==> src/design/stm_pkg.sv <==
package stm_pkg;

  // point index and divider widths follow the register map.
  localparam int idx_w = 16;
  localparam int div_w = 16;

  // repeat count and loop counter width.
  localparam int rep_w = 32;

  // all ones in a repeat field means the segment loops forever.
  localparam logic [rep_w-1:0] rep_infinite = '1;

  // settings of one segment's index timer, 32 bits.
  typedef struct packed {
    logic [idx_w-1:0] cycle;     // number of points, at least 1.
    logic [div_w-1:0] freq_div;  // clocks per point minus one.
  } timer_cfg_t;

  // swap request, 65 bits.
  typedef struct packed {
    logic                  req_segment;  // segment to play next.
    logic [1:0][rep_w-1:0] rep;          // repeat count per segment.
  } swap_cfg_t;

  // everything the host writes in one update, 129 bits.
  typedef struct packed {
    timer_cfg_t [1:0] timer;  // index 0 is segment 0.
    swap_cfg_t        swap;
  } stm_cfg_t;

endpackage

==> src/design/stm_index_timer.sv <==
`timescale 1ns/100ps

module stm_index_timer (
  input  logic                      CLK,
  input  logic                      rst_n,
  input  logic                      update,
  input  stm_pkg::timer_cfg_t       cfg,
  output logic [stm_pkg::idx_w-1:0] idx
);

  import stm_pkg::*;

  timer_cfg_t       cfg_r;
  logic [div_w-1:0] div_cnt;
  logic [idx_w-1:0] last_idx;
  logic [idx_w-1:0] idx_next;
  logic             tick;

  assign last_idx = cfg_r.cycle - 1'b1;

  // also catches a divider left above a shrunken freq_div.
  assign tick = (div_cnt >= cfg_r.freq_div);

  // wrap also covers an index beyond a shortened cycle.
  always_comb begin
    if (idx >= last_idx) begin
      idx_next = '0;
    end else begin
      idx_next = idx + 1'b1;
    end
  end

  // settings register, loaded on the update strobe.
  always_ff @(posedge CLK) begin
    if (!rst_n) begin
      cfg_r.cycle    <= idx_w'(1);
      cfg_r.freq_div <= '0;
    end else if (update) begin
      cfg_r <= cfg;
    end
  end

  // rate divider keeps running through updates.
  always_ff @(posedge CLK) begin
    if (!rst_n) begin
      div_cnt <= '0;
    end else if (tick) begin
      div_cnt <= '0;
    end else begin
      div_cnt <= div_cnt + 1'b1;
    end
  end

  // point index steps once per divider period.
  always_ff @(posedge CLK) begin
    if (!rst_n) begin
      idx <= '0;
    end else if (tick) begin
      idx <= idx_next;
    end
  end

endmodule

==> src/design/stm_swapchain.sv <==
`timescale 1ns/100ps

module stm_swapchain (
  input  logic                      CLK,
  input  logic                      rst_n,
  input  logic                      update,
  input  stm_pkg::swap_cfg_t        cfg,
  input  logic [stm_pkg::idx_w-1:0] idx0,
  input  logic [stm_pkg::idx_w-1:0] idx1,
  output logic                      segment,
  output logic                      stop,
  output logic [stm_pkg::idx_w-1:0] idx_out
);

  import stm_pkg::*;

  typedef enum logic [1:0] {
    WAIT_START,
    FINITE_LOOP,
    INFINITE_LOOP
  } state_t;

  state_t           state;
  logic             req_seg_r;
  logic [rep_w-1:0] rep_r;
  logic [rep_w-1:0] loop_cnt;
  logic [idx_w-1:0] idx0_prev;
  logic [idx_w-1:0] idx1_prev;

  logic [rep_w-1:0] req_rep;
  logic             req_rep_inf;
  logic             swap_req;
  logic             start_finite;
  logic             req_at_zero;
  logic             wrap0;
  logic             wrap1;
  logic             play_wrap;
  logic             seg_next;

  assign req_rep     = cfg.rep[cfg.req_segment];  // rep of the segment asked for.
  assign req_rep_inf = (req_rep == rep_infinite);

  assign swap_req     = update && (cfg.req_segment != segment);
  assign start_finite = swap_req && !req_rep_inf;

  // the requested segment may start only at its first point.
  assign req_at_zero = req_seg_r ? (idx1 == '0) : (idx0 == '0);

  assign wrap0     = (idx0 != idx0_prev) && (idx0 == '0);  // just back at zero.
  assign wrap1     = (idx1 != idx1_prev) && (idx1 == '0);
  assign play_wrap = segment ? wrap1 : wrap0;  // one pass done.

  always_comb begin  // segment taken at the coming edge.
    seg_next = segment;
    if (update) begin
      if (swap_req && req_rep_inf) begin
        seg_next = cfg.req_segment;
      end
    end else if (state == WAIT_START && req_at_zero) begin
      seg_next = req_seg_r;
    end
  end

  always_ff @(posedge CLK) begin  // pending finite request.
    if (start_finite) begin
      req_seg_r <= cfg.req_segment;
      rep_r     <= req_rep;
    end
  end

  always_ff @(posedge CLK) begin
    if (!rst_n) begin
      state    <= INFINITE_LOOP;
      stop     <= 1'b0;
      loop_cnt <= '0;
    end else if (update) begin
      if (start_finite) begin
        state <= WAIT_START;
      end else begin
        stop  <= 1'b0;  // same or new segment loops forever.
        state <= INFINITE_LOOP;
      end
    end else begin
      case (state)
        WAIT_START: begin
          if (req_at_zero) begin
            stop     <= 1'b0;
            loop_cnt <= '0;
            state    <= FINITE_LOOP;
          end
        end
        FINITE_LOOP: begin
          if (play_wrap) begin
            if (loop_cnt == rep_r) begin
              stop <= 1'b1;  // held until the next update.
            end else begin
              loop_cnt <= loop_cnt + 1'b1;
            end
          end
        end
        INFINITE_LOOP: begin
          state <= INFINITE_LOOP;
        end
        default: begin
          state <= INFINITE_LOOP;
        end
      endcase
    end
  end

  always_ff @(posedge CLK) begin  // index history for the wrap detect.
    if (!rst_n) begin
      idx0_prev <= '0;
      idx1_prev <= '0;
    end else begin
      idx0_prev <= idx0;
      idx1_prev <= idx1;
    end
  end

  always_ff @(posedge CLK) begin  // segment and its index move together.
    if (!rst_n) begin
      segment <= 1'b0;
      idx_out <= '0;
    end else begin
      segment <= seg_next;
      idx_out <= seg_next ? idx1 : idx0;
    end
  end

endmodule

==> src/design/stm_top.sv <==
`timescale 1ns/100ps

module stm_top (
  input  logic                      CLK,
  input  logic                      rst_n,
  input  logic                      update,
  input  stm_pkg::stm_cfg_t         cfg,
  output logic                      segment,
  output logic                      stop,
  output logic [stm_pkg::idx_w-1:0] idx_out
);

  import stm_pkg::*;

  logic [idx_w-1:0] timer_idx0;
  logic [idx_w-1:0] timer_idx1;

  // segment 0 timer.
  stm_index_timer u_timer0 (
    .CLK    (CLK),
    .rst_n  (rst_n),
    .update (update),
    .cfg    (cfg.timer[0]),
    .idx    (timer_idx0)
  );

  // segment 1 timer.
  stm_index_timer u_timer1 (
    .CLK    (CLK),
    .rst_n  (rst_n),
    .update (update),
    .cfg    (cfg.timer[1]),
    .idx    (timer_idx1)
  );

  // picks the playing segment and its index.
  stm_swapchain u_swapchain (
    .CLK     (CLK),
    .rst_n   (rst_n),
    .update  (update),
    .cfg     (cfg.swap),
    .idx0    (timer_idx0),
    .idx1    (timer_idx1),
    .segment (segment),
    .stop    (stop),
    .idx_out (idx_out)
  );

endmodule

==> config.mk <==
export PLATFORM = sky130hd
export DESIGN_NAME = stm_top
export DESIGN_NICKNAME = d
export VERILOG_FILES = /design/src/design/stm_pkg.sv /design/src/design/stm_index_timer.sv /design/src/design/stm_swapchain.sv /design/src/design/stm_top.sv
export SDC_FILE = /design/constraint.sdc
export NUM_CORES = 1
export LEC_CHECK = 0
export BUFFER_PORTS_ARGS = -buffer_cell sky130_fd_sc_hd__buf_2
export CORE_ASPECT_RATIO = 0.5
export CORE_MARGIN = 8
export CORE_UTILIZATION = 39
export DETAILED_ROUTE_END_ITERATION = 10
export HOLD_SLACK_MARGIN = 0.06
export PLACE_DENSITY = 0.61
export SYNTH_ARGS = -nofsm -noshare
export SYNTH_HDL_FRONTEND = slang
export SYNTH_SLANG_ARGS = --single-unit
==> constraint.sdc <==
create_clock -name CLK -period 3.45 [get_ports CLK]
set_input_delay 0.5175 -clock CLK [delete_from_list [all_inputs] [get_ports CLK]]
set_output_delay 0.5175 -clock CLK [all_outputs]
set_load 0.01 [all_outputs]
After elaboration in Yosys (flattened, before gate mapping)
Index checks and enable logic that the tools add are counted.
- add/subtract/negate cells: 7
- $lt $le $gt $ge: 5
- equal/unequal tests: 14
- multiplexer cells: 24
- bitwise logic cells: 2
- reduce and logical (&&, ||, !) cells: 17
- operators by type and width (cell ; number):
    2-to-1 mux 32 bit ; 5
    adder 16 x 1 -> 16 bit, second input constant ; 4
    greater-or-equal comparator 16 bit ; 4
    one-hot mux 32 bit (2 select lines) ; 1
    2-to-1 mux 16 bit ; 3
    adder 32 x 1 -> 32 bit, second input constant ; 1
    equality test 32 bit ; 1
    equality test 32 bit, second input constant ; 1
    zero test 16 bit ; 2
    inequality test 16 bit ; 2
    subtractor 16 x 1 -> 16 bit, second input constant ; 2
    2-to-1 mux 1 bit ; 10
    AND reduction 5 bit ; 2
    inequality test 3 x 2 -> 1 bit, second input constant ; 3
    logical AND 1 bit ; 6
    2-to-1 mux 2 bit ; 3
    inequality test 2 bit, second input constant ; 3
    inequality test 2 x 1 -> 1 bit, second input constant ; 2
    one-hot mux 2 bit (2 select lines) ; 1
    OR reduction 2 bit ; 2
    nonzero test 3 bit ; 1
    equality test 2 x 1 -> 1 bit, second input constant ; 1
    zero test 2 bit ; 1
    < comparator 1 x 2 -> 1 bit, second input constant ; 1
    6 further kinds ; 7
- register bits: 245
- input port bits: 132
- logic and storage cells: 86

Depth between registers and ports, before layout
Gate-level depths: netlist of the first run.
- depth in word-level cells: 7
- mapped depth: 16
- mapped depth without buffers: 15

Hierarchy
A second synthesis of the first run with hierarchy kept.
- cell total of the unflattened synthesis: 1390
- area, all modules: 13147.6 um^2
- by module, submodules not included (module ; times used ; cells each ; area each (um^2)):
    stm_swapchain ; 1 ; 546 ; 5751.8
    stm_index_timer at u_timer0 ; 1 ; 424 ; 3773.6
    stm_index_timer at u_timer1 ; 1 ; 420 ; 3622.2

Worst setup path before layout of the first run
No wires, ideal clock.
- kind: reg-to-reg
- start: register u_timer1.cfg_r[16] (netlist name)
- end: register u_timer1.idx[14] (netlist name)
- arrival time: 3080 ps
- path slack: 278 ps
- cell stages (with the launch flop): 17
- clock period less this slack: 3172 ps
- cells stage by stage: dfxtp_1 > inv_1 > ha_1 > nand2_1 > nor3_1 > nand2b_1 > nor4_1 > nand2_1 > xor2_1 > ha_1 > a21o_1 > a21oi_1 > o31ai_1 > a21oi_2 > nand2b_1 > clkbuf_1 > o32ai_1
- cells in the longest elaborated chain, start to end: 3
- RTL lines (what ; RTL line ; RTL):
    from (decl) ; stm_index_timer.sv:13 ; timer_cfg_t cfg_r;
    from (signal assigned) ; stm_index_timer.sv:39 ; cfg_r <= cfg;
    subtractor 16 x 1 -> 16 bit ; stm_index_timer.sv:19 ; assign last_idx = cfg_r.cycle - 1'b1;
    greater-or-equal comparator 16 bit ; stm_index_timer.sv:26 ; if (idx >= last_idx) begin
    2-to-1 mux 16 bit ; stm_index_timer.sv:26 ;
    to (signal assigned) ; stm_index_timer.sv:59 ; idx <= idx_next;
    to (decl) ; stm_index_timer.sv:8 ; output logic [stm_pkg::idx_w-1:0] idx
Every way passes these cells.
A chain may end at the register's enable or synchronous reset.

Final worst setup path of the first run
- start: register u_timer1.cfg_r[16] (netlist name)
- end: register u_timer1.idx[10] (netlist name)
The elaborated chain is that of the path after synthesis.

==> qor.tcl, run 1 <==
set qor(outcome) {finished, final reports clean}
set qor(wl_um) 31630
set qor(synth.lib_cells_used.distinct) 68
set qor(pwr_density_cell_nw_per_um2) 430.2
set qor(power.combinational.fraction) 0.103
set qor(buffer_ports.inserted) 149
set qor(p_int_mw) 4.893
set qor(post_route_insts_no_fill) 2003
set qor(dieWidth_um) 274.0
set qor(layout_commonest_cell) {dfxtp_1}
set qor(rrSetupSlack_ns) 0.32
set qor(tritoncts) {built}
set qor(clkLatencyLatePin_ns) 0.53
set qor(dp_slack_ns) 0.1435
set qor(design_area_um2) 15010
set qor(cp_data_arrival_time_ns) 3.56
set qor(least_margin_pin_slew_ns) 1.078
set qor(slew_violations) 0
set qor(relSlewSlack) 0.2790
set qor(power_mw) 6.459
set qor(synth_ff_type) {dfxtp_1}
set qor(num-fill-cells) 3192
set qor(layout.cells.most_common_list) {dfxtp_1 (212), buf_2 (148), nor2_1 (137)}
set qor(synthCells) 1415
set qor(minimum_hold_slack_ns) 0.2237
set qor(dr_vias) 10447
set qor(grt_start_max_net_pins) 70
set qor(switching_power_mw) 1.567
set qor(htree_levels) 1
set qor(synthesis.nets) 1620
set qor(worst_slack_ns) 0.3188
set qor(power.clock.fraction) 0.423
set qor(wire_length_of_the_first_global_routing_pass_um) 52110
set qor(min_period_ns) 3.131
set qor(vias_per_cell) 5.216
set qor(cts_root_buf) {clkbuf_16}
set qor(hold_path_start) {cfg[70]}
set qor(grt_pass1_vias) 10159
set qor(synthArstFlopShare) 0
set qor(maximum_fanout_encountered_on_the_critical_timing_path) 12
set qor(ys_ff_latch) 245
set qor(dieHeight_um) 145.0
set qor(critPathCaptureType) {flip-flop}
set qor(antennaDiodeCount) 0
set qor(worst_path_dominant_cell_family) {compound AO/OA/AOI/OAI gates}
set qor(track_usage) 0.1541
set qor(core_area_um2) 32930
set qor(cap_violations) 0
set qor(effective_utilization_at_floorplan) 0.3942
set qor(cp_cell_sequence) {inv_1, ha_1, nand2_1, nor3_2, nand2b_1, nor4_1, buf_4, nand2_1, xor2_1, ha_1, a21o_1, a21oi_1, o31ai_1, a21oi_2, nand2b_1, buf_4, o32ai_1}
set qor(final_net_count) 1751
set qor(p_leak_nw) 6.430
set qor(crit_path_top_delay_cell) {dfxtp_1}
set qor(synthesis.yosys.warnings) 0
set qor(cts_hold_buffers) 0
set qor(timing.reg2reg.worst_path_depth) 17
set qor(netlist_area_um2) 12980
set qor(critPathMaxStageDelay_ns) 0.31
set qor(placed_cells_incl_taps) 1959
set qor(pwr-share-seq) 0.474
set qor(initial_antenna_violation_count) 0
set qor(switching_fraction) 0.2425
set qor(final_antenna_net_count) 0
set qor(hold_path_depth) 3
set qor(timing.rr.start) {u_timer1.cfg_r[16]}
set qor(cts_buffers) 25
set qor(critical_path_buf_inv_count) 3
set qor(worstHoldEndpoint) {u_timer0.cfg_r[5]}
set qor(dieArea_um2) 39740
set qor(timing.clock.skew_ns) 0.01453
set qor(ff_latch_area_um2) 5235
set qor(number_of_enable_type_register_cells_in_the_synthesized_netlist) 33
set qor(core.rowCount) 47
set qor(syn_to_final_growth_pct) 15.64
set qor(worstSetupPathType) {reg -> reg}
set qor(cts.path.max_buffers) 3
set qor(rr_endpoint) {u_timer1.idx[10]}
set qor(worstHoldPathType) {in -> reg}
set qor(path_clk_slew_ns) 0.07
set qor(final_util) 0.4559
set qor(detailedRoute.firstPassIterationCount) 5
set qor(final_hpwl_dp_um) 23480
set qor(finalSetupViolCount) 0
set qor(avg_wl_per_cell_um) 15.79
set qor(unrepaired_setup_endpoints_after_global_routing) {false}
set qor(multiInputGateArea_um2) 7136
set qor(ir_worst_vdd_v) 0.0003060
set qor(gp_congestion) 0.8254
set qor(detail_route.drc_violations) 0
set qor(critical_path.startpoint_type) {flip-flop}
set qor(final.period_utilization) 0.9076
set qor(global_route.overflow_total) 0
set qor(placed_cell_area_um2) 14190
set qor(fmax_mhz) 319.4
set qor(worst_ep_required_time_ns) 3.88
set qor(synth_sequential_area_ratio) 0.4032
set qor(drtIter0Drc) 828
set qor(boundaryPins) 150
set qor(cts_sinks) 245
set qor(layout-drive-gt1-share) 0.1652
set qor(final-hold-violation-count) 0
set qor(synthesis.area_per_instance_um2) 9.175
set qor(final.setup.tns_ns) 0
## synthesized netlist by cell type (28+ instances only)
cell type | count | area share
nor2_1 | 137 | 0.040
edfxtp_1 | 33 | 0.076
nand2_1 | 114 | 0.033
nand4_1 | 64 | 0.031
nand3_1 | 64 | 0.025
inv_1 | 83 | 0.024
dfxtp_1 | 212 | 0.33
mux2i_1 | 81 | 0.062
xnor2_1 | 95 | 0.064
ha_1 | 73 | 0.070
a21oi_1 | 30 | 0.012
nor3_1 | 28 | 0.011
clkbuf_1 | 46 | 0.013
## cells by family after synthesis
| logic type | count (synthesis) | share of synthesized area |
|---|---|---|
| DFF | 245 | 0.4032 |
| adders and majority gates | 73 | 0.07035 |
| muxes | 111 | 0.08847 |
| buffers and inverters | 154 | 0.04819 |
| and+or+nand+nor | 542 | 0.2126 |
| AOI/OAI and AO/OA | 168 | 0.09484 |
| xor gates and xnor gates | 122 | 0.08231 |
## worst reg2reg max path, stage by stage (launching register included)
cell	delay, ns
dfxtp_1	0.31
inv_1	0.11
ha_1	0.19
nand2_1	0.11
nor3_2	0.20
nand2b_1	0.13
nor4_1	0.22
buf_4	0.18
nand2_1	0.06
xor2_1	0.15
ha_1	0.29
a21o_1	0.18
a21oi_1	0.13
o31ai_1	0.09
a21oi_2	0.16
nand2b_1	0.07
buf_4	0.19
o32ai_1	0.28
## routing by layer
layer	wire (µm)	vias to the layer above	share of wire	GRT usage
met5	0	-	0	0
met1	15410	4868	0.49	0.2190
met2	14120	221	0.45	0.2438
met4	547	0	0.017	0.03281
met3	1548	37	0.049	0.02477
li1	-	5321	-	-
## state kept, by name (all words and copies together), names as in the netlist
name,cells
u_swapchain.idx_out,16
u_timer1.idx,16
u_swapchain.stop,1
u_swapchain.segment,1
u_timer0.div_cnt,16
u_swapchain.loop_cnt,32
u_timer1.cfg_r,32
u_swapchain.idx1_prev,16
u_timer0.idx,16
u_swapchain.rep_r,32
u_swapchain.req_seg_r,1
u_timer0.cfg_r,32
u_swapchain.state,2
u_timer1.div_cnt,16
u_swapchain.idx0_prev,16
## power by group through the flow
stage	clock, mW	sequential [mW]	combinational [mW]
floorplan	0	3.10	0.453
global placement	0	3.13	0.659
detailed placement	0	3.13	0.665
CTS	2.82	3.06	0.670
global route	2.94	3.08	0.747
finish	2.73	3.06	0.663
## worst max path at each step
stage	from	to	slack, ns	cells after the start
floorplan	u_timer1.cfg_r[16]	u_timer1.idx[14]	0.28	16
global route	u_timer1.cfg_r[16]	u_timer1.idx[14]	0.09	17
finish	u_timer1.cfg_r[16]	u_timer1.idx[10]	0.32	17
global placement	u_timer0.cfg_r[18]	u_timer0.idx[5]	0.19	11
CTS	u_timer0.cfg_r[18]	u_timer0.idx[5]	0.11	11
detailed placement	u_timer0.cfg_r[18]	u_timer0.idx[5]	0.14	11
## layout make-up
type                            count  share of cell area
Tap cell                          441             0.03675
Multi-Input combinational cell   1016              0.4753
Clock buffer                       33             0.04500
Clock inverter                     10            0.009001
Sequential cell                   245              0.3487
Inverter                           83             0.02075
Timing Repair Buffer              175             0.06451
## repair_timing
item / 4_1_cts / 5_1_grt
buffers inserted: 0 / 1
resized for setup: 0 / 2
setup endpoints to repair: 0 / 18
Note: power is estimated with default switching activity, not from simulation.
==> run 2: changes to the inputs <==
- PLACE_DENSITY: 0.61 -> 0.55
- RECOVER_POWER: not set -> 50
==> qor.tcl, run 2 (synthesis gave the netlist of run 1 again) <==
set qor(outcome) {complete, but fails checks}
set qor(failed_checks) {max-capacitance violations, max-slew violations}
set qor(maximum_fanout_encountered_on_the_critical_timing_path) 6
set qor(initial_antenna_violation_count) 0
set qor(pwr-share-seq) 0.466
set qor(fmax_mhz) 316.3
set qor(critPathCaptureType) {flip-flop}
set qor(power.combinational.fraction) 0.100
set qor(cts_root_buf) {clkbuf_16}
set qor(slew_violations) 42
set qor(detailedRoute.firstPassIterationCount) 6
set qor(dieHeight_um) 145.0
set qor(min_period_ns) 3.161
set qor(cts_buffers) 25
set qor(effective_utilization_at_floorplan) 0.3942
set qor(drtIter0Drc) 669
set qor(final.period_utilization) 0.9163
set qor(final_hpwl_dp_um) 25190
set qor(cap_violations) 1
set qor(switching_fraction) 0.2454
set qor(finalSetupViolCount) 0
set qor(avg_wl_per_cell_um) 16.78
set qor(grt_pass1_vias) 10635
set qor(dieArea_um2) 39740
set qor(antennaDiodeCount) 0
set qor(wl_um) 33610
set qor(cts.path.max_buffers) 3
set qor(htree_levels) 1
set qor(worstSetupPathType) {reg -> reg}
set qor(ir_worst_vdd_v) 0.0003463
set qor(least_margin_pin_slew_ns) 1.747
set qor(p_int_mw) 4.959
set qor(cts_sinks) 245
set qor(worstHoldPathType) {in -> reg}
set qor(p_leak_nw) 6.333
set qor(detail_route.drc_violations) 0
set qor(dr_vias) 10633
set qor(dp_slack_ns) -0.05996
set qor(pwr_density_cell_nw_per_um2) 437.9
set qor(unrepaired_setup_endpoints_after_global_routing) {false}
set qor(vias_per_cell) 5.309
set qor(tritoncts) {built}
set qor(cts_hold_buffers) 0
set qor(core_area_um2) 32930
set qor(rrSetupSlack_ns) 0.29
set qor(core.rowCount) 47
set qor(layout.cells.most_common_list) {dfxtp_1 (212), nor2_1 (137), buf_2 (128)}
set qor(dieWidth_um) 274.0
set qor(final_antenna_net_count) 0
set qor(relSlewSlack) -0.1648
set qor(clkLatencyLatePin_ns) 0.55
set qor(switching_power_mw) 1.613
set qor(worst_ep_required_time_ns) 3.91
set qor(final-hold-violation-count) 0
set qor(power_mw) 6.572
set qor(syn_to_final_growth_pct) 15.60
set qor(grt_start_max_net_pins) 70
set qor(cp_data_arrival_time_ns) 3.62
set qor(critical_path.startpoint_type) {flip-flop}
set qor(global_route.overflow_total) 0
set qor(buffer_ports.inserted) 149
set qor(wire_length_of_the_first_global_routing_pass_um) 54610
set qor(boundaryPins) 150
set qor(layout_commonest_cell) {dfxtp_1}
set qor(final_util) 0.4557
set qor(gp_congestion) 0.8467
set qor(power.clock.fraction) 0.434
set qor(final_net_count) 1748
set qor(layout-drive-gt1-share) 0.1504
set qor(path_clk_slew_ns) 0.07
set qor(timing.clock.skew_ns) 0.02448
set qor(track_usage) 0.1624
set qor(worst_slack_ns) 0.2887
==> run 2: critical path, cell delays in order, from the launching register on <==
cell and delay [ns]:
dfxtp_1 0.36, or4_1 0.60, nor4_1 0.29, nand2b_1 0.13, nor2_1 0.14, xnor2_1 0.13, ha_1 0.26, a21o_1 0.18
a21oi_1 0.16, o31a_1 0.29, nand3_1 0.25, o211ai_1 0.28
==> run 2: layout make-up <==
type	count	area, µm²
fillers	3197	17920
multi-input cells	1016	7156
flip-flops and latches	245	5235
repair buffers	172	898.4
clock buffers	29	660.6
well taps	441	551.8
inverters	83	311.5
clock inverters	17	195.2
==> run 2: layer usage <==
metal  part of all wire  global-route usage  wire length (µm)
met3              0.045             0.02822              1523
met5                  0                   0                 0
met1               0.48              0.2243             16110
met4              0.013             0.02677               443
met2               0.46              0.2670             15530
==> run 2: metrics by stage <==
step / area [µm²] / cells / setup TNS (ns) / hold WS (ns)
after global placement: 14140 / 1955 / 0 / 0.4434
after global routing: 15010 / 2003 / 0 / 0.1876
after detailed placement: 14140 / 1955 / -0.2123 / 0.4646
final: 15010 / 2003 / 0 / 0.2027
after CTS: 15010 / 2001 / 0 / 0.1845
after floorplan: 12980 / 1415 / 0 / 0.4526
==> run 2: repair_timing <==
action	in CTS	in global routing
endpoints found under the hold margin	0	0
endpoints found under the setup margin	11	32
gates resized for setup	1	6
setup buffers	0	2
==> run 2: final timing paths <==
path | startpoint | endpoint | cells after the start
max | u_timer0.cfg_r[22] | u_timer0.idx[11] | 11
min | cfg[121] | u_timer1.cfg_r[24] | 3
max reg2reg | u_timer0.cfg_r[22] | u_timer0.idx[11] | 11
min reg2reg | u_swapchain.stop | u_swapchain.stop | 2
==> run 2: power groups by stage <==
stage	Combinational [mW]	Sequential (mW)	Clock (mW)
after floorplan	0.453	3.10	0
after global placement	0.643	3.12	0
after detailed placement	0.658	3.13	0
after CTS	0.665	3.06	2.93
after global routing	0.739	3.07	3.06
final	0.657	3.06	2.85
